File: config.mk
export PLATFORM = sky130hd
export DESIGN_NAME = recovery_mbox_top
export DESIGN_NICKNAME = d
export VERILOG_FILES = /design/src/recovery_mbox_pkg.sv /design/src/axi_csr_adapter.sv /design/src/recovery_csr.sv /design/src/indirect_fifo.sv /design/src/recovery_mbox_top.sv
export SDC_FILE = /design/constraint.sdc
export NUM_CORES = 1
export LEC_CHECK = 0
export BUFFER_PORTS_ARGS = -buffer_cell sky130_fd_sc_hd__buf_2
export CORE_MARGIN = 2
export CORE_UTILIZATION = 55
export DETAILED_ROUTE_END_ITERATION = 7
export PLACE_DENSITY_LB_ADDON = 0.12
export SYNTH_ARGS = -nofsm -noshare
export SYNTH_HDL_FRONTEND = slang
export SYNTH_SLANG_ARGS = --single-unit
File: constraint.sdc
create_clock -name aclk -period 4.02 [get_ports aclk]
set_input_delay 0.402 -clock aclk [delete_from_list [all_inputs] [get_ports aclk]]
set_output_delay 0.402 -clock aclk [all_outputs]
set_load 0.03 [all_outputs]
File: src/recovery_mbox_pkg.sv
/* Register map, AXI response codes and the STATUS word layout of the mailbox.
   Offsets are 12-bit byte offsets. STATUS fields limit the FIFO to 63 entries */
package recovery_mbox_pkg;

  // Register width, also the AXI data width
  localparam int unsigned CSR_DATA_W = 32;

  // Register offsets
  localparam logic [11:0] CTRL_OFFS    = 12'h000; // bit 0 clears the FIFO
  localparam logic [11:0] STATUS_OFFS  = 12'h004; // read only
  localparam logic [11:0] DATA_OFFS    = 12'h008; // indirect FIFO port
  localparam logic [11:0] SCRATCH_OFFS = 12'h00C;

  // AXI response codes
  localparam logic [1:0] RESP_OKAY   = 2'b00;
  localparam logic [1:0] RESP_SLVERR = 2'b10;

  // STATUS word, built field by field and returned raw
  typedef union packed {
    logic [CSR_DATA_W-1:0] raw;
    struct packed {
      logic [15:0] reserved;
      logic [7:0]  level;    // Words in the FIFO
      logic        full;
      logic        empty;
      logic [5:0]  credits;  // Pushes still allowed
    } fields;
  } status_word_u;

endpackage

File: src/axi_csr_adapter.sv
/* AXI4 slave for single-beat accesses with one transaction in flight.
   Bursts and writes without wlast get SLVERR and issue no request.
   A read wins over a write that arrives on the same cycle */
`timescale 1ns/1ps
module axi_csr_adapter #(
  parameter int unsigned AddrW = 12,
  parameter int unsigned IdW   = 4
) (
  input  logic                                         aclk,
  input  logic                                         areset_n,
  // Write address
  input  logic [AddrW-1:0]                             awaddr_i,
  input  logic [IdW-1:0]                               awid_i,
  input  logic [7:0]                                   awlen_i,
  input  logic                                         awvalid_i,
  output logic                                         awready_o,
  // Write data
  input  logic [recovery_mbox_pkg::CSR_DATA_W-1:0]     wdata_i,
  input  logic [recovery_mbox_pkg::CSR_DATA_W/8-1:0]   wstrb_i,
  input  logic                                         wlast_i,
  input  logic                                         wvalid_i,
  output logic                                         wready_o,
  // Write response
  output logic [1:0]                                   bresp_o,
  output logic [IdW-1:0]                               bid_o,
  output logic                                         bvalid_o,
  input  logic                                         bready_i,
  // Read address
  input  logic [AddrW-1:0]                             araddr_i,
  input  logic [IdW-1:0]                               arid_i,
  input  logic [7:0]                                   arlen_i,
  input  logic                                         arvalid_i,
  output logic                                         arready_o,
  // Read data
  output logic [recovery_mbox_pkg::CSR_DATA_W-1:0]     rdata_o,
  output logic [1:0]                                   rresp_o,
  output logic [IdW-1:0]                               rid_o,
  output logic                                         rlast_o,
  output logic                                         rvalid_o,
  input  logic                                         rready_i,
  // Register request port
  output logic                                         req_o,
  output logic                                         req_is_wr_o,
  output logic [AddrW-1:0]                             addr_o,
  output logic [recovery_mbox_pkg::CSR_DATA_W-1:0]     wr_data_o,
  output logic [recovery_mbox_pkg::CSR_DATA_W-1:0]     wr_biten_o,
  input  logic                                         ack_i,
  input  logic                                         err_i,
  input  logic [recovery_mbox_pkg::CSR_DATA_W-1:0]     rd_data_i
);
  import recovery_mbox_pkg::*;

  localparam logic [1:0] StIdle = 2'd0;
  localparam logic [1:0] StReq  = 2'd1;
  localparam logic [1:0] StWait = 2'd2;
  localparam logic [1:0] StResp = 2'd3;

  logic [1:0]              state_q;
  logic [1:0]              state_d;
  logic                    aw_held_q;
  logic                    w_held_q;
  logic                    is_wr_q;
  logic                    len_bad_q;
  logic                    wlast_q;
  logic [AddrW-1:0]        addr_q;
  logic [IdW-1:0]          id_q;
  logic [CSR_DATA_W-1:0]   wdata_q;
  logic [CSR_DATA_W/8-1:0] wstrb_q;
  logic [CSR_DATA_W-1:0]   rdata_q;
  logic [1:0]              resp_q;
  logic                    idle;
  logic                    ar_hs;
  logic                    aw_hs;
  logic                    w_hs;
  logic                    wr_start;
  logic                    req_bad;

  assign idle      = state_q == StIdle;
  // No read may start once half of a write is held
  assign arready_o = idle & ~aw_held_q & ~w_held_q;
  assign ar_hs     = arvalid_i & arready_o;
  assign awready_o = idle & ~aw_held_q & ~ar_hs;
  assign wready_o  = idle & ~w_held_q & ~ar_hs;
  assign aw_hs     = awvalid_i & awready_o;
  assign w_hs      = wvalid_i & wready_o;
  assign wr_start  = (aw_held_q | aw_hs) & (w_held_q | w_hs);
  assign req_bad   = len_bad_q | (is_wr_q & ~wlast_q);

  always_comb begin
    state_d = state_q;
    case (state_q)
      StIdle: if (ar_hs || wr_start) state_d = StReq;
      StReq:  state_d = StWait;
      StWait: if (ack_i || req_bad) state_d = StResp; // Rejected beats skip the register block
      default: begin
        if ((is_wr_q && bready_i) || (!is_wr_q && rready_i)) state_d = StIdle;
      end
    endcase
  end

  always_ff @(posedge aclk or negedge areset_n) begin
    if (!areset_n) begin
      state_q   <= StIdle;
      aw_held_q <= 1'b0;
      w_held_q  <= 1'b0;
      is_wr_q   <= 1'b0;
    end else begin
      state_q   <= state_d;
      aw_held_q <= ~wr_start & (aw_held_q | aw_hs);
      w_held_q  <= ~wr_start & (w_held_q | w_hs);
      if (ar_hs) is_wr_q <= 1'b0;
      else if (aw_hs) is_wr_q <= 1'b1;
    end
  end

  always_ff @(posedge aclk) begin
    if (ar_hs) begin
      addr_q    <= araddr_i;
      id_q      <= arid_i;
      len_bad_q <= |arlen_i;
    end
    if (aw_hs) begin
      addr_q    <= awaddr_i;
      id_q      <= awid_i;
      len_bad_q <= |awlen_i;
    end
    if (w_hs) begin
      wdata_q <= wdata_i;
      wstrb_q <= wstrb_i;
      wlast_q <= wlast_i;
    end
    if (state_q == StWait && state_d == StResp) begin
      resp_q  <= (req_bad || err_i) ? RESP_SLVERR : RESP_OKAY;
      rdata_q <= req_bad ? '0 : rd_data_i;
    end
  end

  // Byte strobes to bit enables
  always_comb begin
    for (int i = 0; i < CSR_DATA_W / 8; i++) begin
      wr_biten_o[8*i +: 8] = {8{wstrb_q[i]}};
    end
  end

  assign req_o       = (state_q == StReq) & ~req_bad;
  assign req_is_wr_o = is_wr_q;
  assign addr_o      = addr_q;
  assign wr_data_o   = wdata_q;

  assign bvalid_o = (state_q == StResp) & is_wr_q;
  assign bresp_o  = resp_q;
  assign bid_o    = id_q;
  assign rvalid_o = (state_q == StResp) & ~is_wr_q;
  assign rresp_o  = resp_q;
  assign rid_o    = id_q;
  assign rdata_o  = rdata_q;
  assign rlast_o  = rvalid_o; // Single beat

endmodule

File: src/recovery_csr.sv
/* Mailbox registers, answered one cycle after each request.
   DATA writes spend one credit and fail without one; the FIFO returns a credit per pop.
   FifoDepth must not exceed 63 to fit the STATUS credit field */
`timescale 1ns/1ps
module recovery_csr #(
  parameter  int unsigned FifoDepth = 16,
  localparam int unsigned LevelW    = $clog2(FifoDepth + 1)
) (
  input  logic                                     aclk,
  input  logic                                     areset_n,
  // Request port
  input  logic                                     req_i,
  input  logic                                     req_is_wr_i,
  input  logic [11:0]                              addr_i,
  input  logic [recovery_mbox_pkg::CSR_DATA_W-1:0] wr_data_i,
  input  logic [recovery_mbox_pkg::CSR_DATA_W-1:0] wr_biten_i,
  output logic                                     ack_o,
  output logic                                     err_o,
  output logic [recovery_mbox_pkg::CSR_DATA_W-1:0] rd_data_o,
  // FIFO side
  output logic                                     push_o,
  output logic [recovery_mbox_pkg::CSR_DATA_W-1:0] push_data_o,
  output logic                                     pop_o,
  input  logic [recovery_mbox_pkg::CSR_DATA_W-1:0] pop_data_i,
  output logic                                     clear_o,
  input  logic [LevelW-1:0]                        level_i,
  input  logic                                     credit_i
);
  import recovery_mbox_pkg::*;

  logic [LevelW-1:0]     credits_q;
  logic [CSR_DATA_W-1:0] scratch_q;
  logic                  sel_ctrl;
  logic                  sel_status;
  logic                  sel_data;
  logic                  sel_scratch;
  logic                  wr_req;
  logic                  rd_req;
  logic                  fifo_empty;
  logic                  have_credit;
  status_word_u          status_w;
  logic                  err_d;
  logic [CSR_DATA_W-1:0] rd_data_d;

  assign sel_ctrl    = addr_i == CTRL_OFFS;
  assign sel_status  = addr_i == STATUS_OFFS;
  assign sel_data    = addr_i == DATA_OFFS;
  assign sel_scratch = addr_i == SCRATCH_OFFS;

  assign wr_req      = req_i & req_is_wr_i;
  assign rd_req      = req_i & ~req_is_wr_i;
  assign fifo_empty  = level_i == '0;
  assign have_credit = credits_q != '0;

  // FIFO strobes in the request cycle
  assign push_o      = wr_req & sel_data & have_credit;
  assign push_data_o = wr_data_i;
  assign pop_o       = rd_req & sel_data & ~fifo_empty;
  assign clear_o     = wr_req & sel_ctrl & wr_data_i[0];

  always_comb begin
    status_w.raw            = '0;
    status_w.fields.level   = 8'(level_i);
    status_w.fields.full    = level_i == LevelW'(FifoDepth);
    status_w.fields.empty   = fifo_empty;
    status_w.fields.credits = 6'(credits_q);
  end

  always_comb begin
    err_d     = 1'b0;
    rd_data_d = '0;
    if (sel_data) begin
      err_d = req_is_wr_i ? ~have_credit : fifo_empty;
    end else if (!(sel_ctrl || sel_status || sel_scratch)) begin
      err_d = 1'b1; // Unmapped
    end
    if (!req_is_wr_i) begin
      if (sel_status) rd_data_d = status_w.raw;
      else if (sel_scratch) rd_data_d = scratch_q;
      else if (sel_data && !fifo_empty) rd_data_d = pop_data_i;
    end
  end

  always_ff @(posedge aclk or negedge areset_n) begin
    if (!areset_n) begin
      ack_o     <= 1'b0;
      err_o     <= 1'b0;
      scratch_q <= '0;
      credits_q <= LevelW'(FifoDepth);
    end else begin
      ack_o <= req_i;
      err_o <= req_i & err_d;
      if (wr_req && sel_scratch) begin
        scratch_q <= (scratch_q & ~wr_biten_i) | (wr_data_i & wr_biten_i);
      end
      if (clear_o) credits_q <= LevelW'(FifoDepth);
      else credits_q <= credits_q - LevelW'(push_o) + LevelW'(credit_i);
    end
  end

  always_ff @(posedge aclk) begin
    if (req_i) rd_data_o <= rd_data_d;
  end

endmodule

File: src/indirect_fifo.sv
/* Circular buffer with the head word shown combinationally.
   It never checks full; the writer holds credits. Clear returns no credits */
`timescale 1ns/1ps
module indirect_fifo #(
  parameter  int unsigned Depth  = 16,
  localparam int unsigned PtrW   = (Depth > 1) ? $clog2(Depth) : 1,
  localparam int unsigned LevelW = $clog2(Depth + 1)
) (
  input  logic                                     aclk,
  input  logic                                     areset_n,
  input  logic                                     push_i,
  input  logic [recovery_mbox_pkg::CSR_DATA_W-1:0] push_data_i,
  input  logic                                     pop_i,
  output logic [recovery_mbox_pkg::CSR_DATA_W-1:0] pop_data_o,
  input  logic                                     clear_i,
  output logic [LevelW-1:0]                        level_o,
  output logic                                     credit_o
);
  import recovery_mbox_pkg::*;

  logic [CSR_DATA_W-1:0] mem_q [Depth];
  logic [PtrW-1:0]       rd_ptr_q;
  logic [PtrW-1:0]       wr_ptr_q;
  logic [LevelW-1:0]     level_q;
  logic                  credit_q;

  // Wraps for any depth
  function automatic logic [PtrW-1:0] ptr_inc(input logic [PtrW-1:0] ptr);
    return (ptr == PtrW'(Depth - 1)) ? '0 : ptr + 1'b1;
  endfunction

  assign pop_data_o = mem_q[rd_ptr_q];
  assign level_o    = level_q;
  assign credit_o   = credit_q;

  always_ff @(posedge aclk) begin
    if (push_i) mem_q[wr_ptr_q] <= push_data_i;
  end

  always_ff @(posedge aclk or negedge areset_n) begin
    if (!areset_n) begin
      rd_ptr_q <= '0;
      wr_ptr_q <= '0;
      level_q  <= '0;
      credit_q <= 1'b0;
    end else if (clear_i) begin
      rd_ptr_q <= '0;
      wr_ptr_q <= '0;
      level_q  <= '0;
      credit_q <= 1'b0;
    end else begin
      if (push_i) wr_ptr_q <= ptr_inc(wr_ptr_q);
      if (pop_i) rd_ptr_q <= ptr_inc(rd_ptr_q);
      level_q  <= level_q + LevelW'(push_i) - LevelW'(pop_i);
      credit_q <= pop_i; // One credit back per pop
    end
  end

endmodule

File: src/recovery_mbox_top.sv
/* Recovery mailbox behind an AXI4 slave port.
   AddrW must be at least 12; only the low 12 address bits select a register */
`timescale 1ns/1ps
module recovery_mbox_top #(
  parameter int unsigned FifoDepth = 16,
  parameter int unsigned AddrW     = 12,
  parameter int unsigned IdW       = 4
) (
  input  logic                                       aclk,
  input  logic                                       areset_n,
  input  logic [AddrW-1:0]                           awaddr_i,
  input  logic [IdW-1:0]                             awid_i,
  input  logic [7:0]                                 awlen_i,
  input  logic                                       awvalid_i,
  output logic                                       awready_o,
  input  logic [recovery_mbox_pkg::CSR_DATA_W-1:0]   wdata_i,
  input  logic [recovery_mbox_pkg::CSR_DATA_W/8-1:0] wstrb_i,
  input  logic                                       wlast_i,
  input  logic                                       wvalid_i,
  output logic                                       wready_o,
  output logic [1:0]                                 bresp_o,
  output logic [IdW-1:0]                             bid_o,
  output logic                                       bvalid_o,
  input  logic                                       bready_i,
  input  logic [AddrW-1:0]                           araddr_i,
  input  logic [IdW-1:0]                             arid_i,
  input  logic [7:0]                                 arlen_i,
  input  logic                                       arvalid_i,
  output logic                                       arready_o,
  output logic [recovery_mbox_pkg::CSR_DATA_W-1:0]   rdata_o,
  output logic [1:0]                                 rresp_o,
  output logic [IdW-1:0]                             rid_o,
  output logic                                       rlast_o,
  output logic                                       rvalid_o,
  input  logic                                       rready_i
);
  import recovery_mbox_pkg::*;

  localparam int unsigned LevelW = $clog2(FifoDepth + 1);

  // Register request path
  logic                  csr_req;
  logic                  csr_is_wr;
  logic [AddrW-1:0]      csr_addr;
  logic [CSR_DATA_W-1:0] csr_wdata;
  logic [CSR_DATA_W-1:0] csr_biten;
  logic                  csr_ack;
  logic                  csr_err;
  logic [CSR_DATA_W-1:0] csr_rdata;
  // FIFO path
  logic                  fifo_push;
  logic [CSR_DATA_W-1:0] fifo_push_data;
  logic                  fifo_pop;
  logic [CSR_DATA_W-1:0] fifo_pop_data;
  logic                  fifo_clear;
  logic [LevelW-1:0]     fifo_level;
  logic                  fifo_credit;

  axi_csr_adapter #(
    .AddrW(AddrW),
    .IdW  (IdW)
  ) u_adapter (
    .aclk       (aclk),
    .areset_n   (areset_n),
    .awaddr_i   (awaddr_i),
    .awid_i     (awid_i),
    .awlen_i    (awlen_i),
    .awvalid_i  (awvalid_i),
    .awready_o  (awready_o),
    .wdata_i    (wdata_i),
    .wstrb_i    (wstrb_i),
    .wlast_i    (wlast_i),
    .wvalid_i   (wvalid_i),
    .wready_o   (wready_o),
    .bresp_o    (bresp_o),
    .bid_o      (bid_o),
    .bvalid_o   (bvalid_o),
    .bready_i   (bready_i),
    .araddr_i   (araddr_i),
    .arid_i     (arid_i),
    .arlen_i    (arlen_i),
    .arvalid_i  (arvalid_i),
    .arready_o  (arready_o),
    .rdata_o    (rdata_o),
    .rresp_o    (rresp_o),
    .rid_o      (rid_o),
    .rlast_o    (rlast_o),
    .rvalid_o   (rvalid_o),
    .rready_i   (rready_i),
    .req_o      (csr_req),
    .req_is_wr_o(csr_is_wr),
    .addr_o     (csr_addr),
    .wr_data_o  (csr_wdata),
    .wr_biten_o (csr_biten),
    .ack_i      (csr_ack),
    .err_i      (csr_err),
    .rd_data_i  (csr_rdata)
  );

  recovery_csr #(
    .FifoDepth(FifoDepth)
  ) u_csr (
    .aclk       (aclk),
    .areset_n   (areset_n),
    .req_i      (csr_req),
    .req_is_wr_i(csr_is_wr),
    .addr_i     (csr_addr[11:0]), // Register offset only
    .wr_data_i  (csr_wdata),
    .wr_biten_i (csr_biten),
    .ack_o      (csr_ack),
    .err_o      (csr_err),
    .rd_data_o  (csr_rdata),
    .push_o     (fifo_push),
    .push_data_o(fifo_push_data),
    .pop_o      (fifo_pop),
    .pop_data_i (fifo_pop_data),
    .clear_o    (fifo_clear),
    .level_i    (fifo_level),
    .credit_i   (fifo_credit)
  );

  indirect_fifo #(
    .Depth(FifoDepth)
  ) u_fifo (
    .aclk       (aclk),
    .areset_n   (areset_n),
    .push_i     (fifo_push),
    .push_data_i(fifo_push_data),
    .pop_i      (fifo_pop),
    .pop_data_o (fifo_pop_data),
    .clear_i    (fifo_clear),
    .level_o    (fifo_level),
    .credit_o   (fifo_credit)
  );

endmodule

==> run_summary.xml, run 1 <==
<?xml version="1.0" encoding="UTF-8"?>
<metrics>
  <group name="place">
    <metric name="post-dp-hpwl" unit="um">34400</metric>
    <metric name="globalplace.congestion" unit="">0.857</metric>
    <metric name="portBuffers" unit="">139</metric>
    <metric name="dpl-instance-area" unit="um2">28800</metric>
  </group>
  <group name="floorplanning">
    <metric name="coreArea" unit="um2">48700</metric>
    <metric name="ios" unit="">142</metric>
    <metric name="num_rows" unit="">81</metric>
    <metric name="die_height" unit="um">226</metric>
    <metric name="die_w" unit="um">226</metric>
    <metric name="fp.dieArea" unit="um2">51000</metric>
    <metric name="initial_utilization" unit="%">55.6</metric>
  </group>
  <group name="routing">
    <metric name="via_per_inst" unit="">5.95</metric>
    <metric name="drc" unit="">0</metric>
    <metric name="drt_wl_cell" unit="um">25.7</metric>
    <metric name="drt_first_pass_iters" unit="">6</metric>
    <metric name="vias" unit="">13900</metric>
    <metric name="drt-initial-drc-count" unit="">1044</metric>
    <metric name="wl" unit="um">59900</metric>
    <metric name="route.antenna.remaining_nets" unit="">0</metric>
  </group>
  <group name="cts">
    <metric name="cts_resized" unit="">0</metric>
    <metric name="clock_latency" unit="ns">0.61</metric>
    <metric name="tritoncts_num_sinks" unit="">689</metric>
    <metric name="cts.htree.levels" unit="">3</metric>
    <metric name="path_clk_slew" unit="ns">0.06</metric>
    <metric name="clock_root_cell" unit="">sky130_fd_sc_hd__clkbuf_16</metric>
    <metric name="clockBufferDepth" unit="">3</metric>
    <metric name="numCtsBuffers" unit="">70</metric>
    <metric name="tritoncts" unit="">yes</metric>
  </group>
  <group name="sta">
    <metric name="post-route-period-util" unit="%">86.8</metric>
    <metric name="finalMaxSlewViolations" unit="">0</metric>
    <metric name="grt_setup_unrepaired" unit="">no</metric>
    <metric name="timing_worst_slew_pin_value" unit="ns">0.936</metric>
    <metric name="final.setup_skew" unit="ns">0.0264</metric>
    <metric name="fin_tns_setup" unit="ns">0</metric>
    <metric name="post-route-min-period" unit="ns">3.49</metric>
    <metric name="relSlewSlack" unit="%">37.6</metric>
    <metric name="timing.final.hold_violations" unit="">0</metric>
    <metric name="fmaxAchievable" unit="GHz">0.287</metric>
    <metric name="setup_viol_count_final" unit="">0</metric>
  </group>
  <group name="synthesis">
    <metric name="ys_top_cells_by_area" unit="">sky130_fd_sc_hd__edfxtp_1 70%, sky130_fd_sc_hd__mux4_2 11%, sky130_fd_sc_hd__dfrtp_1 5.3%</metric>
    <metric name="dominantRegCellSynth" unit="">sky130_fd_sc_hd__edfxtp_1</metric>
    <metric name="netlist_instances" unit="">1396</metric>
    <metric name="synth_edf_count" unit="">631</metric>
    <metric name="mappedNetlistArea" unit="um2">27100</metric>
    <metric name="synth_top_area_share" unit="%">70.0</metric>
    <metric name="synthDistinctLibCells" unit="">60</metric>
    <metric name="yosysTopAreaCell" unit="">sky130_fd_sc_hd__edfxtp_1</metric>
    <metric name="postSynth.asyncResetShare" unit="%">8.42</metric>
    <metric name="ys_warn_count" unit="">0</metric>
    <metric name="postSynthRegisterBits" unit="">689</metric>
    <metric name="seq_area_frac_synth" unit="%">75.3</metric>
    <metric name="synthesis.area_per_instance" unit="um2">19.4</metric>
  </group>
  <group name="setup_path">
    <metric name="worst-r2r-setup-slack" unit="ns">0.53</metric>
    <metric name="critPathArrivalTime" unit="ns">3.94</metric>
    <metric name="critical_path.most_common_cell" unit="">sky130_fd_sc_hd__nor2_1</metric>
    <metric name="cp_slowest_stage_delay" unit="ns">0.64</metric>
    <metric name="timing.critical_path.slowest_stage_cell" unit="">sky130_fd_sc_hd__or4b_1</metric>
    <metric name="worstSetupEndpointType" unit="">register</metric>
    <metric name="worst_ep_required_time" unit="ns">4.47</metric>
    <metric name="startpoint_type" unit="">register</metric>
    <metric name="timing.critical_path.buf_inv" unit="">1</metric>
    <metric name="critical_path_cell_by_cell" unit="">or4b_4 &gt; or4b_1 &gt; nor4b_4 &gt; buf_4 &gt; ha_1 &gt; nor2_1 &gt; fa_1 &gt; a21oi_1 &gt; nor2_1 &gt; nor2_1 &gt; xnor2_1 &gt; nor2_1</metric>
    <metric name="path_delay_family" unit="">simple AND/OR/NAND/NOR gates</metric>
    <metric name="timing_worst_setup_path_type" unit="">register to register</metric>
    <metric name="crit_fanout" unit="">9</metric>
  </group>
  <group name="power_and_ir_drop">
    <metric name="total_leakage_power" unit="nW">10.7</metric>
    <metric name="power.combinational.fraction" unit="%">5.8</metric>
    <metric name="power_per_cell_area" unit="nW/um2">500</metric>
    <metric name="design_power_total" unit="mW">15.7</metric>
    <metric name="seqPwrFrac" unit="%">53.6</metric>
    <metric name="power.share.clock" unit="%">40.6</metric>
    <metric name="switching_power" unit="mW">3.51</metric>
    <metric name="vdd.ir_drop.worst" unit="uV">366</metric>
    <metric name="cell_internal_pwr" unit="mW">12.2</metric>
    <metric name="sw_ratio" unit="%">22.3</metric>
  </group>
  <group name="global_routing">
    <metric name="grt_start_max_net_pins" unit="">56</metric>
    <metric name="initial_antenna_violation_count" unit="">0</metric>
    <metric name="overflow" unit="">0</metric>
    <metric name="grt_pass1_vias" unit="">13900</metric>
    <metric name="overall_routing_resource_usage" unit="%">24.4</metric>
    <metric name="wire_length_of_the_first_global_routing_pass" unit="um">88700</metric>
  </group>
  <group name="final_layout">
    <metric name="fin_nets" unit="">1728</metric>
    <metric name="postLayoutCellArea" unit="um2">31400</metric>
    <metric name="layout.cells.most_common" unit="">sky130_fd_sc_hd__edfxtp_1</metric>
    <metric name="antennaDiodeCount" unit="">0</metric>
    <metric name="synthToLayoutAreaGrowth" unit="%">16.1</metric>
    <metric name="final_cell_mix" unit="">631 x sky130_fd_sc_hd__edfxtp_1, 139 x sky130_fd_sc_hd__buf_2, 129 x sky130_fd_sc_hd__mux4_2</metric>
    <metric name="post_route_cells_drive_above_1_share" unit="%">30.7</metric>
  </group>
  <group name="status">
    <metric name="status" unit="">complete, no violations</metric>
  </group>
  <group name="flow_run">
    <metric name="maxcap_viol_count" unit="">0</metric>
  </group>
  <group name="worst_hold_path">
    <metric name="min_path_type" unit="">primary input to register</metric>
  </group>
</metrics>
-- per-layer routing --
layer  vias up  track usage [%]  share of wire, %
met1      7355             34.0                42
met4         0             8.37               2.5
met3       101             4.11               5.1
li1       5997                -                 -
met2       421             39.7                50
met5         -                0                 0
-- synthesized netlist by cell type (all sizes together) (6+ instances only) --
| master | instances |
|---|---|
| mux2i | 17 |
| nand2 | 87 |
| nor2 | 48 |
| o2bb2ai | 19 |
| o21ai | 16 |
| and4 | 7 |
| xnor2 | 6 |
| nand2b | 6 |
| mux2 | 71 |
| nor2b | 8 |
| nor4 | 7 |
| a21oi | 39 |
| nor3 | 6 |
| dfrtp | 57 |
| nand3 | 9 |
| and2 | 46 |
| edfxtp | 631 |
| clkbuf | 48 |
| a211oi | 9 |
| ha | 20 |
| mux4 | 129 |
| inv | 20 |
| buf | 27 |
-- state kept, by name, summed over array words and instances (netlist names), named ones only --
| signal | count |
|---|---|
| u_adapter.req_is_wr_o | 1 |
| u_adapter.wlast_q | 1 |
| u_adapter.wr_data_o | 32 |
| u_csr.rd_data_o | 32 |
| u_fifo.level_o | 5 |
| u_adapter.addr_o | 12 |
| u_fifo.wr_ptr_q | 4 |
| u_adapter.wstrb_q | 4 |
| u_adapter.rdata_o | 32 |
| u_adapter.bid_o | 4 |
| u_fifo.rd_ptr_q | 4 |
| u_adapter.aw_held_q | 1 |
| u_adapter.bresp_o | 1 |
| u_csr.credits_q | 5 |
| u_adapter.w_held_q | 1 |
| u_csr.ack_o | 1 |
| u_fifo.mem_q | 512 |
| u_adapter.state_q | 2 |
| u_csr.err_o | 1 |
| u_adapter.len_bad_q | 1 |
| u_fifo.credit_o | 1 |
-- layout make-up --
| class | count | area (um2) |
|---|---|---|
| Fill cell | 3364 | 17300 |
| Tap cell | 664 | 831 |
| Clock inverter | 34 | 294 |
| Inverter | 21 | 78.8 |
| Multi-Input combinational cell | 612 | 6350 |
| Timing Repair Buffer | 220 | 1510 |
| Clock buffer | 93 | 1960 |
| Sequential cell | 689 | 20400 |
-- repair_timing --
item | 4_1_cts | 5_1_grt
hold endpoints to repair | 53 | 0
hold buffers | 37 | 0
buffers inserted | 0 | 0
-- final timing paths --
check | start | end | cells after the start
min in group asynchronous | areset_n | async pin | 2
max reg2reg | u_adapter.addr_o[2]$_DFFE_PP_ | u_fifo.level_o[4]$_DFF_PN0_ | 12
max in group asynchronous | areset_n | u_fifo.rd_ptr_q[0]$_DFFE_PN0P_ | 3
min reg2reg | register | register | 1
min | wdata_i[30] | u_adapter.wr_data_o[30]$_DFFE_PP_ | 1
max | u_adapter.addr_o[2]$_DFFE_PP_ | u_fifo.level_o[4]$_DFF_PN0_ | 12
-- logic make-up (layout without fill, tap and decap cells) --
kind of cell | after synthesis | in the layout | share of synthesized area, %
multiplexers | 217 | 217 | 14.3
AO/OA/AOI/OAI | 114 | 114 | 2.76
adder cells (fa/ha/maj) | 22 | 22 | 1.07
AND/OR/NAND/NOR | 249 | 249 | 4.76
XOR/XNOR | 8 | 8 | 0.259
other | 1 | 2 | 0.0138
buffers and inverters | 96 | 368 | 1.49
flip-flops | 689 | 689 | 75.3
-- power groups by stage --
| stage | sequential, mW | combinational [mW] | clock, mW |
|---|---|---|---|
| final | 8.43 | 0.916 | 6.38 |
| after detailed placement | 8.58 | 0.899 | 0 |
| after floorplan | 8.62 | 0.450 | 0 |
| after global placement | 8.56 | 0.884 | 0 |
| after CTS | 8.43 | 0.932 | 6.51 |
| after global routing | 8.47 | 1.00 | 6.78 |
-- per-stage QoR --
stage	worst slack [ns]	cells	hold WS, ns	utilization, %
detailed placement	0.572	2169	0.460	59.1
global route	0.366	2333	0.0154	64.5
floorplan	-0.288	1397	0.106	-
global placement	0.645	2169	0.456	59.1
CTS	0.558	2333	0.00637	64.5
finish	0.530	2333	0.0351	64.5
(Power assumes the default switching activity.)
==> inputs of run 2 (changes only) <==
--- a/config.mk
+++ b/config.mk
@@ -7,7 +7,8 @@
 export LEC_CHECK = 0
 export BUFFER_PORTS_ARGS = -buffer_cell sky130_fd_sc_hd__buf_2
 export CORE_MARGIN = 2
-export CORE_UTILIZATION = 55
+export CORE_UTILIZATION = 57
+export CTS_BUF_LIST = sky130_fd_sc_hd__clkbuf_8
 export DETAILED_ROUTE_END_ITERATION = 7
 export PLACE_DENSITY_LB_ADDON = 0.12
 export SYNTH_ARGS = -nofsm -noshare
==> run 2 against run 1 <==
  * Highest routed layer unchanged
  * Sequential cell count stayed put
  * Non-clock buffer count is 39 higher
  * Critical path type unchanged
  * Die area is 3.4% lower
  * Sequential power hardly changed
  * Core utilization is 2.9 points higher
  * Combinational power is 6.0% higher
  * Power is 4.9% lower
  * Sequential share of layout area is 0.15 points lower
  * Count of clock-buffer cells in the layout is 31 higher
  * Wire length is 1.9% lower
  * Via count is 1.2% higher
==> run_summary.xml, run 2 (same netlist as run 1, synthesis figures left out) <==
<?xml version="1.0" encoding="UTF-8"?>
<metrics>
  <group name="status">
    <metric name="status" unit="">complete, no violations</metric>
  </group>
  <group name="power_and_ir_drop">
    <metric name="design_power_total" unit="mW">14.9</metric>
    <metric name="power_per_cell_area" unit="nW/um2">474</metric>
    <metric name="vdd.ir_drop.worst" unit="uV">270</metric>
    <metric name="total_leakage_power" unit="nW">11.0</metric>
  </group>
  <group name="setup_path">
    <metric name="cp_slowest_stage_delay" unit="ns">0.55</metric>
    <metric name="crit_fanout" unit="">9</metric>
    <metric name="timing_worst_setup_path_type" unit="">register to register</metric>
    <metric name="critical_path_cell_by_cell" unit="">inv_1 &gt; ha_1 &gt; nor4b_1 &gt; nor2b_1 &gt; and2_1 &gt; nand2b_1 &gt; nand2_1 &gt; ha_1 &gt; fa_1 &gt; a21oi_1 &gt; nor2_1 &gt; or3_1 &gt; a21o_1</metric>
    <metric name="worst_ep_required_time" unit="ns">4.64</metric>
    <metric name="critPathArrivalTime" unit="ns">3.99</metric>
    <metric name="timing.reg2reg.worst_path_depth" unit="">13</metric>
    <metric name="startpoint_type" unit="">register</metric>
    <metric name="critical_path.most_common_cell" unit="">sky130_fd_sc_hd__ha_1</metric>
    <metric name="worstSetupEndpointType" unit="">register</metric>
    <metric name="timing.critical_path.slowest_stage_cell" unit="">sky130_fd_sc_hd__nor4b_1</metric>
  </group>
  <group name="final_layout">
    <metric name="layoutNonFillerInstCount" unit="">2391</metric>
    <metric name="fin_nets" unit="">1807</metric>
    <metric name="synthToLayoutAreaGrowth" unit="%">16.3</metric>
    <metric name="final_cell_mix" unit="">631 x sky130_fd_sc_hd__edfxtp_1, 139 x sky130_fd_sc_hd__buf_2, 129 x sky130_fd_sc_hd__mux4_2</metric>
    <metric name="largest_register_ffs" unit="">512</metric>
    <metric name="layout.cells.most_common" unit="">sky130_fd_sc_hd__edfxtp_1</metric>
    <metric name="reg_with_most_ffs" unit="">u_fifo.mem_q</metric>
    <metric name="filler_cells" unit="">3117</metric>
    <metric name="post_route_cells_drive_above_1_share" unit="%">31.5</metric>
  </group>
  <group name="sta">
    <metric name="post-route-worst-setup-slack" unit="ns">0.646</metric>
    <metric name="grt_setup_unrepaired" unit="">no</metric>
    <metric name="timing_worst_slew_pin_value" unit="ns">0.955</metric>
    <metric name="timing.final.hold_violations" unit="">0</metric>
    <metric name="finalMaxSlewViolations" unit="">0</metric>
    <metric name="post-route-min-period" unit="ns">3.37</metric>
    <metric name="fmaxAchievable" unit="GHz">0.296</metric>
    <metric name="post-route-period-util" unit="%">83.9</metric>
    <metric name="relSlewSlack" unit="%">36.3</metric>
    <metric name="setup_viol_count_final" unit="">0</metric>
    <metric name="final.setup_skew" unit="ns">0.0358</metric>
  </group>
  <group name="global_routing">
    <metric name="grt_pass1_vias" unit="">14400</metric>
    <metric name="initial_antenna_violation_count" unit="">1</metric>
    <metric name="overflow" unit="">0</metric>
    <metric name="overall_routing_resource_usage" unit="%">24.4</metric>
    <metric name="wire_length_of_the_first_global_routing_pass" unit="um">88500</metric>
    <metric name="grt_start_max_net_pins" unit="">44</metric>
  </group>
  <group name="routing">
    <metric name="wl" unit="um">58800</metric>
    <metric name="route.antenna.remaining_nets" unit="">0</metric>
    <metric name="drt-initial-drc-count" unit="">1194</metric>
    <metric name="via_per_inst" unit="">5.87</metric>
    <metric name="drc" unit="">0</metric>
    <metric name="drt_wl_cell" unit="um">24.6</metric>
    <metric name="drt_first_pass_iters" unit="">5</metric>
    <metric name="vias" unit="">14000</metric>
  </group>
  <group name="place">
    <metric name="preCtsSetupSlack" unit="ns">0.677</metric>
    <metric name="place_inst" unit="">2120</metric>
    <metric name="portBuffers" unit="">139</metric>
    <metric name="globalplace.congestion" unit="">0.830</metric>
    <metric name="post-dp-hpwl" unit="um">35500</metric>
  </group>
  <group name="cts">
    <metric name="tritoncts_num_sinks" unit="">689</metric>
    <metric name="cts.htree.levels" unit="">3</metric>
    <metric name="clockBufferDepth" unit="">3</metric>
    <metric name="tritoncts" unit="">yes</metric>
    <metric name="clock_root_cell" unit="">sky130_fd_sc_hd__clkbuf_8</metric>
    <metric name="numCtsBuffers" unit="">110</metric>
    <metric name="cts_resized" unit="">0</metric>
    <metric name="clock_latency" unit="ns">0.71</metric>
    <metric name="post_cts_setup_repair_buffer_count" unit="">0</metric>
    <metric name="path_clk_slew" unit="ns">0.06</metric>
    <metric name="cts.hold.buffers_added" unit="">68</metric>
  </group>
  <group name="flow_run">
    <metric name="maxcap_viol_count" unit="">0</metric>
  </group>
  <group name="floorplanning">
    <metric name="ios" unit="">142</metric>
    <metric name="die_w" unit="um">222</metric>
    <metric name="fp.dieArea" unit="um2">49300</metric>
    <metric name="num_rows" unit="">79</metric>
    <metric name="coreArea" unit="um2">46800</metric>
    <metric name="die_height" unit="um">222</metric>
    <metric name="initial_utilization" unit="%">57.9</metric>
  </group>
  <group name="worst_hold_path">
    <metric name="hold_depth" unit="">2</metric>
    <metric name="min_path_type" unit="">primary input to register</metric>
  </group>
</metrics>
==> run 2: metal layers <==
metal / routed length, um / global-route usage [%]
met5: 0 / 0
met4: 1540 / 8.20
met3: 3400 / 4.00
met2: 29200 / 40.0
met1: 24600 / 34.1
==> run 2: per-stage QoR <==
step                TNS [ns]  hold WS, ns  cell area [um2]  util, %
floorplan             -35.81        0.106            27100        -
global placement           0        0.485            28700     61.5
detailed placement         0        0.487            28700     61.5
CTS                        0      0.00249            31500     67.4
global route               0       0.0195            31500     67.4
finish                     0       0.0422            31500     67.4
==> run 2: report_power, final <==
| group | total [mW] | switching (mW) | leakage (nW) | internal [mW] |
|---|---|---|---|---|
| combinational | 0.971 | 0.647 | 3.32 | 0.323 |
| clock | 5.55 | 2.67 | 1.23 | 2.88 |
| sequential | 8.43 | 0.251 | 6.44 | 8.18 |
==> run 2: final cells by class <==
class	instances	area, um2	area share [%]
inverters	21	78.8	0.250
well taps	607	759	2.41
repair buffers	259	1830	5.81
diodes	1	2.50	0.00794
flip-flops and latches	689	20400	64.8
clock buffers	124	1710	5.42
clock inverters	78	370	1.18
multi-input cells	612	6350	20.2
==> run 2: worst paths after layout <==
path | start | endpoint | slack [ns]
worst max-delay path | u_csr.credits_q[2]$_DFF_PN0_ | u_csr.credits_q[4]$_DFF_PN1_ | 0.65
worst min-delay path | awaddr_i[2] | u_adapter.addr_o[2]$_DFFE_PP_ | 0.04
worst max register to register | u_csr.credits_q[2]$_DFF_PN0_ | u_csr.credits_q[4]$_DFF_PN1_ | 0.65
worst min register to register | register | register | 0.50
max in group asynchronous | areset_n | u_fifo.rd_ptr_q[1]$_DFFE_PN0P_ | 2.85
min in group asynchronous | areset_n | async pin | 0.33
==> run 2: worst max-delay path: cells and delay by family, from the launching register on <==
family,cells,cell delay (ns)
flops,1,0.40
simple gates,7,1.69
buf+inv,1,0.09
fa+ha+maj,3,0.79
compound gates,2,0.34
==> inputs of run 3 (changes only) <==
--- a/config.mk
+++ b/config.mk
@@ -5,6 +5,7 @@
 export SDC_FILE = /design/constraint.sdc
 export NUM_CORES = 1
 export LEC_CHECK = 0
+export ABC_AREA = 1
 export BUFFER_PORTS_ARGS = -buffer_cell sky130_fd_sc_hd__buf_2
 export CORE_MARGIN = 2
 export CORE_UTILIZATION = 57
==> constraint.sdc (replaced) <==
create_clock -name aclk -period 3 [get_ports aclk]
set_input_delay 0.3 -clock aclk [delete_from_list [all_inputs] [get_ports aclk]]
set_output_delay 0.3 -clock aclk [all_outputs]
set_load 0.03 [all_outputs]
==> run 3 against run 2 <==
  * Core utilization shrank 0.44 points
  * Sequential cell count unchanged
  * Count of clock-buffer cells in the layout shrank 4
  * Hold slack improved by 0.0016 ns
  * Critical path type unchanged
  * Final cell count up 40%
  * Largest cell class unchanged
  * Clock skew grew 0.011 ns
  * Design area rose by 3.4%
  * Wire length is 20% higher
  * Area after synthesis up 3.1%
  * Setup slack got worse by 0.38 ns
  * First-iteration DRC count increased by 82%
  * Clock power is 36% higher
  * Largest power group unchanged
==> run_summary.xml, run 3 <==
<?xml version="1.0" encoding="UTF-8"?>
<metrics>
  <group name="setup_path">
    <metric name="timing.critical_path.slowest_stage_cell" unit="">sky130_fd_sc_hd__dfrtp_1</metric>
    <metric name="path_delay_family" unit="">simple AND/OR/NAND/NOR gates</metric>
    <metric name="timing.critical_path.buf_inv" unit="">3</metric>
    <metric name="crit_fanout" unit="">5</metric>
    <metric name="worst_ep_required_time" unit="ns">3.61</metric>
    <metric name="worstSetupEndpointType" unit="">register</metric>
    <metric name="critical_path_cell_by_cell" unit="">inv_1 &gt; ha_1 &gt; nand4_1 &gt; buf_4 &gt; nor3_4 &gt; inv_1 &gt; or2_2 &gt; nand2_1 &gt; ha_1 &gt; fa_1 &gt; a21oi_1 &gt; o21bai_1 &gt; xor2_1 &gt; nand2_1</metric>
    <metric name="timing_worst_setup_path_type" unit="">register to register</metric>
    <metric name="cp_slowest_stage_delay" unit="ns">0.42</metric>
    <metric name="startpoint_type" unit="">register</metric>
    <metric name="critPathArrivalTime" unit="ns">3.35</metric>
  </group>
  <group name="final_layout">
    <metric name="synthToLayoutAreaGrowth" unit="%">16.6</metric>
    <metric name="final_cell_mix" unit="">686 x sky130_fd_sc_hd__nand2_1, 631 x sky130_fd_sc_hd__edfxtp_1, 542 x sky130_fd_sc_hd__nand3_1</metric>
    <metric name="post-route-util" unit="%">66.9</metric>
    <metric name="layout.cells.most_common" unit="">sky130_fd_sc_hd__nand2_1</metric>
    <metric name="post_route_cells_drive_above_1_share" unit="%">14.2</metric>
    <metric name="postLayoutCellArea" unit="um2">32600</metric>
    <metric name="fin_nets" unit="">2741</metric>
    <metric name="largest_register_ffs" unit="">512</metric>
    <metric name="reg_with_most_ffs" unit="">u_fifo.mem_q</metric>
  </group>
  <group name="floorplanning">
    <metric name="ios" unit="">142</metric>
    <metric name="die_height" unit="um">225</metric>
    <metric name="coreArea" unit="um2">48600</metric>
    <metric name="fp.dieArea" unit="um2">50800</metric>
    <metric name="die_w" unit="um">225</metric>
    <metric name="num_rows" unit="">81</metric>
    <metric name="initial_utilization" unit="%">57.4</metric>
  </group>
  <group name="sta">
    <metric name="timing.final.hold_violations" unit="">0</metric>
    <metric name="post-route-min-period" unit="ns">2.74</metric>
    <metric name="finalMaxSlewViolations" unit="">0</metric>
    <metric name="grt_setup_unrepaired" unit="">no</metric>
    <metric name="relSlewSlack" unit="%">46.2</metric>
    <metric name="timing_worst_slew_pin_value" unit="ns">0.807</metric>
    <metric name="setup_viol_count_final" unit="">0</metric>
    <metric name="fmaxAchievable" unit="GHz">0.365</metric>
    <metric name="final.setup_skew" unit="ns">0.0466</metric>
    <metric name="post-route-period-util" unit="%">91.3</metric>
    <metric name="fin_worst_hold_slack" unit="ns">0.0438</metric>
  </group>
  <group name="routing">
    <metric name="drt_first_pass_iters" unit="">6</metric>
    <metric name="route.antenna.remaining_nets" unit="">0</metric>
    <metric name="via_per_inst" unit="">5.76</metric>
    <metric name="vias" unit="">19300</metric>
    <metric name="wl" unit="um">70700</metric>
    <metric name="drc" unit="">0</metric>
    <metric name="drt-initial-drc-count" unit="">2175</metric>
    <metric name="drt_wl_cell" unit="um">21.2</metric>
  </group>
  <group name="synthesis">
    <metric name="synth_top_cells_by_count" unit="">686 x sky130_fd_sc_hd__nand2_1, 631 x sky130_fd_sc_hd__edfxtp_1, 542 x sky130_fd_sc_hd__nand3_1</metric>
    <metric name="synthDistinctLibCells" unit="">35</metric>
    <metric name="ys_top_cells_by_area" unit="">sky130_fd_sc_hd__edfxtp_1 68%, sky130_fd_sc_hd__nand3_1 9.7%, sky130_fd_sc_hd__nand2_1 9.2%</metric>
    <metric name="synthesis.area_per_instance" unit="um2">11.8</metric>
    <metric name="mappedNetlistArea" unit="um2">27900</metric>
    <metric name="yosysMostFrequentCell" unit="">sky130_fd_sc_hd__nand2_1</metric>
    <metric name="netlist_instances" unit="">2372</metric>
    <metric name="postSynthRegisterBits" unit="">689</metric>
    <metric name="dominantRegCellSynth" unit="">sky130_fd_sc_hd__edfxtp_1</metric>
    <metric name="ys_warn_count" unit="">0</metric>
    <metric name="seq_area_frac_synth" unit="%">73.0</metric>
    <metric name="postSynth.asyncResetShare" unit="%">8.42</metric>
    <metric name="synth_edf_count" unit="">631</metric>
    <metric name="yosysTopAreaCell" unit="">sky130_fd_sc_hd__edfxtp_1</metric>
    <metric name="synth_top_area_share" unit="%">67.8</metric>
  </group>
  <group name="global_routing">
    <metric name="grt_pass1_vias" unit="">18700</metric>
    <metric name="wire_length_of_the_first_global_routing_pass" unit="um">108000</metric>
    <metric name="initial_antenna_violation_count" unit="">0</metric>
    <metric name="overflow" unit="">0</metric>
    <metric name="overall_routing_resource_usage" unit="%">28.5</metric>
    <metric name="grt_start_max_net_pins" unit="">158</metric>
  </group>
  <group name="place">
    <metric name="globalplace.congestion" unit="">0.830</metric>
    <metric name="post-dp-hpwl" unit="um">40700</metric>
    <metric name="portBuffers" unit="">139</metric>
    <metric name="dpl-instance-area" unit="um2">29700</metric>
  </group>
  <group name="status">
    <metric name="status" unit="">complete, no violations</metric>
  </group>
  <group name="cts">
    <metric name="cts.htree.levels" unit="">3</metric>
    <metric name="clock_latency" unit="ns">0.73</metric>
    <metric name="numCtsBuffers" unit="">107</metric>
    <metric name="clockBufferDepth" unit="">3</metric>
    <metric name="tritoncts" unit="">yes</metric>
    <metric name="clock_root_cell" unit="">sky130_fd_sc_hd__clkbuf_8</metric>
    <metric name="path_clk_slew" unit="ns">0.06</metric>
    <metric name="tritoncts_num_sinks" unit="">689</metric>
  </group>
  <group name="power_and_ir_drop">
    <metric name="power_per_cell_area" unit="nW/um2">644</metric>
    <metric name="power.combinational.fraction" unit="%">8.4</metric>
    <metric name="sw_ratio" unit="%">25.5</metric>
    <metric name="total_leakage_power" unit="nW">12.5</metric>
    <metric name="vdd.ir_drop.worst" unit="uV">559</metric>
    <metric name="seqPwrFrac" unit="%">55.6</metric>
    <metric name="switching_power" unit="mW">5.36</metric>
    <metric name="cell_internal_pwr" unit="mW">15.6</metric>
    <metric name="power.share.clock" unit="%">36.0</metric>
  </group>
  <group name="flow_run">
    <metric name="maxcap_viol_count" unit="">0</metric>
  </group>
  <group name="worst_hold_path">
    <metric name="min_path_type" unit="">primary input to register</metric>
  </group>
</metrics>
## run 3: cell types whose count changed after synthesis, sizes merged, moves of 37 or more
cell / delta
clkbuf: +37
mux4: -129
nand3: +533
inv: +73
mux2: -71
nand2: +600
and2: -46
## run 3: repair_timing
action / in CTS / in global routing
hold endpoints to repair: 79 / 0
endpoints found under the setup margin: 0 / 18
hold buffers: 75 / 0
setup buffers: 0 / 1
resized for setup: 0 / 4
## run 3: worst paths after layout
check                                                end                           start  slack, ns  cells past startpoint
hold / removal             u_adapter.len_bad_q$_DFFE_PP_                      arlen_i[2]       0.04                      3
hold reg to reg                                 register                        register       0.47                      2
max in group asynchronous   u_csr.credits_q[4]$_DFF_PN1_                        areset_n       1.93                      3
min in group asynchronous                      async pin                        areset_n       0.21                      2
setup reg to reg            u_csr.credits_q[4]$_DFF_PN1_  u_adapter.state_q[1]$_DFF_PN0_       0.26                     14
setup / recovery            u_csr.credits_q[4]$_DFF_PN1_  u_adapter.state_q[1]$_DFF_PN0_       0.26                     14
## run 3: cells by family (layout without fill, tap and decap cells)
group | count (synthesis) | after routing | synth area share, %
adder cells (fa/ha/maj) | 22 | 22 | 1.04
buffers and inverters | 235 | 580 | 3.45
AO/OA/AOI/OAI | 77 | 77 | 1.45
flip-flops | 689 | 689 | 73.0
other | 1 | 4 | 0.0134
AND/OR/NAND/NOR | 1340 | 1340 | 20.7
XOR/XNOR | 7 | 7 | 0.219
multiplexers | 1 | 1 | 0.0358
## run 3: final cells by class
cell class              instances  area [um2]
clock inverters                80         440
multi-input cells            1449        6710
well taps                     622         778
inverters                      93         364
repair buffers                286        2200
flip-flops and latches        689       20400
repair inverters                1        7.51
clock buffers                 120        1650
fillers                      3577       16100
diodes                          2        5.00
## run 3: tightest hold or removal path: stages
cell	delay [ns]
sky130_fd_sc_hd__buf_2	0.07
sky130_fd_sc_hd__nor4_1	0.03
sky130_fd_sc_hd__a31oi_1	0.20
## run 3: routing by layer
layer | track usage (%) | share of wire (%)
met1 | 41.2 | 42
met3 | 5.29 | 9.0
met2 | 44.4 | 47
met4 | 8.84 | 2.4
met5 | 0 | 0
## run 3: power by group through the flow
stage,clock network (mW),registers [mW],logic [mW]
final,7.55,11.7,1.76
after global routing,8.07,11.7,1.91
after global placement,0,11.8,1.56
after floorplan,0,11.8,0.783
after detailed placement,0,11.9,1.58
after CTS,7.68,11.7,1.73
## run 3: per-stage QoR
stage | TNS (ns) | std cells | setup WS [ns] | power (mW)
finish | 0 | 3342 | 0.262 | 21.0
floorplan | -62.91 | 2373 | -0.145 | 12.6
detailed placement | 0 | 3063 | 0.188 | 13.4
global route | 0 | 3340 | 0.0277 | 21.7
CTS | 0 | 3338 | 0.161 | 21.1
global placement | 0 | 3063 | 0.268 | 13.4
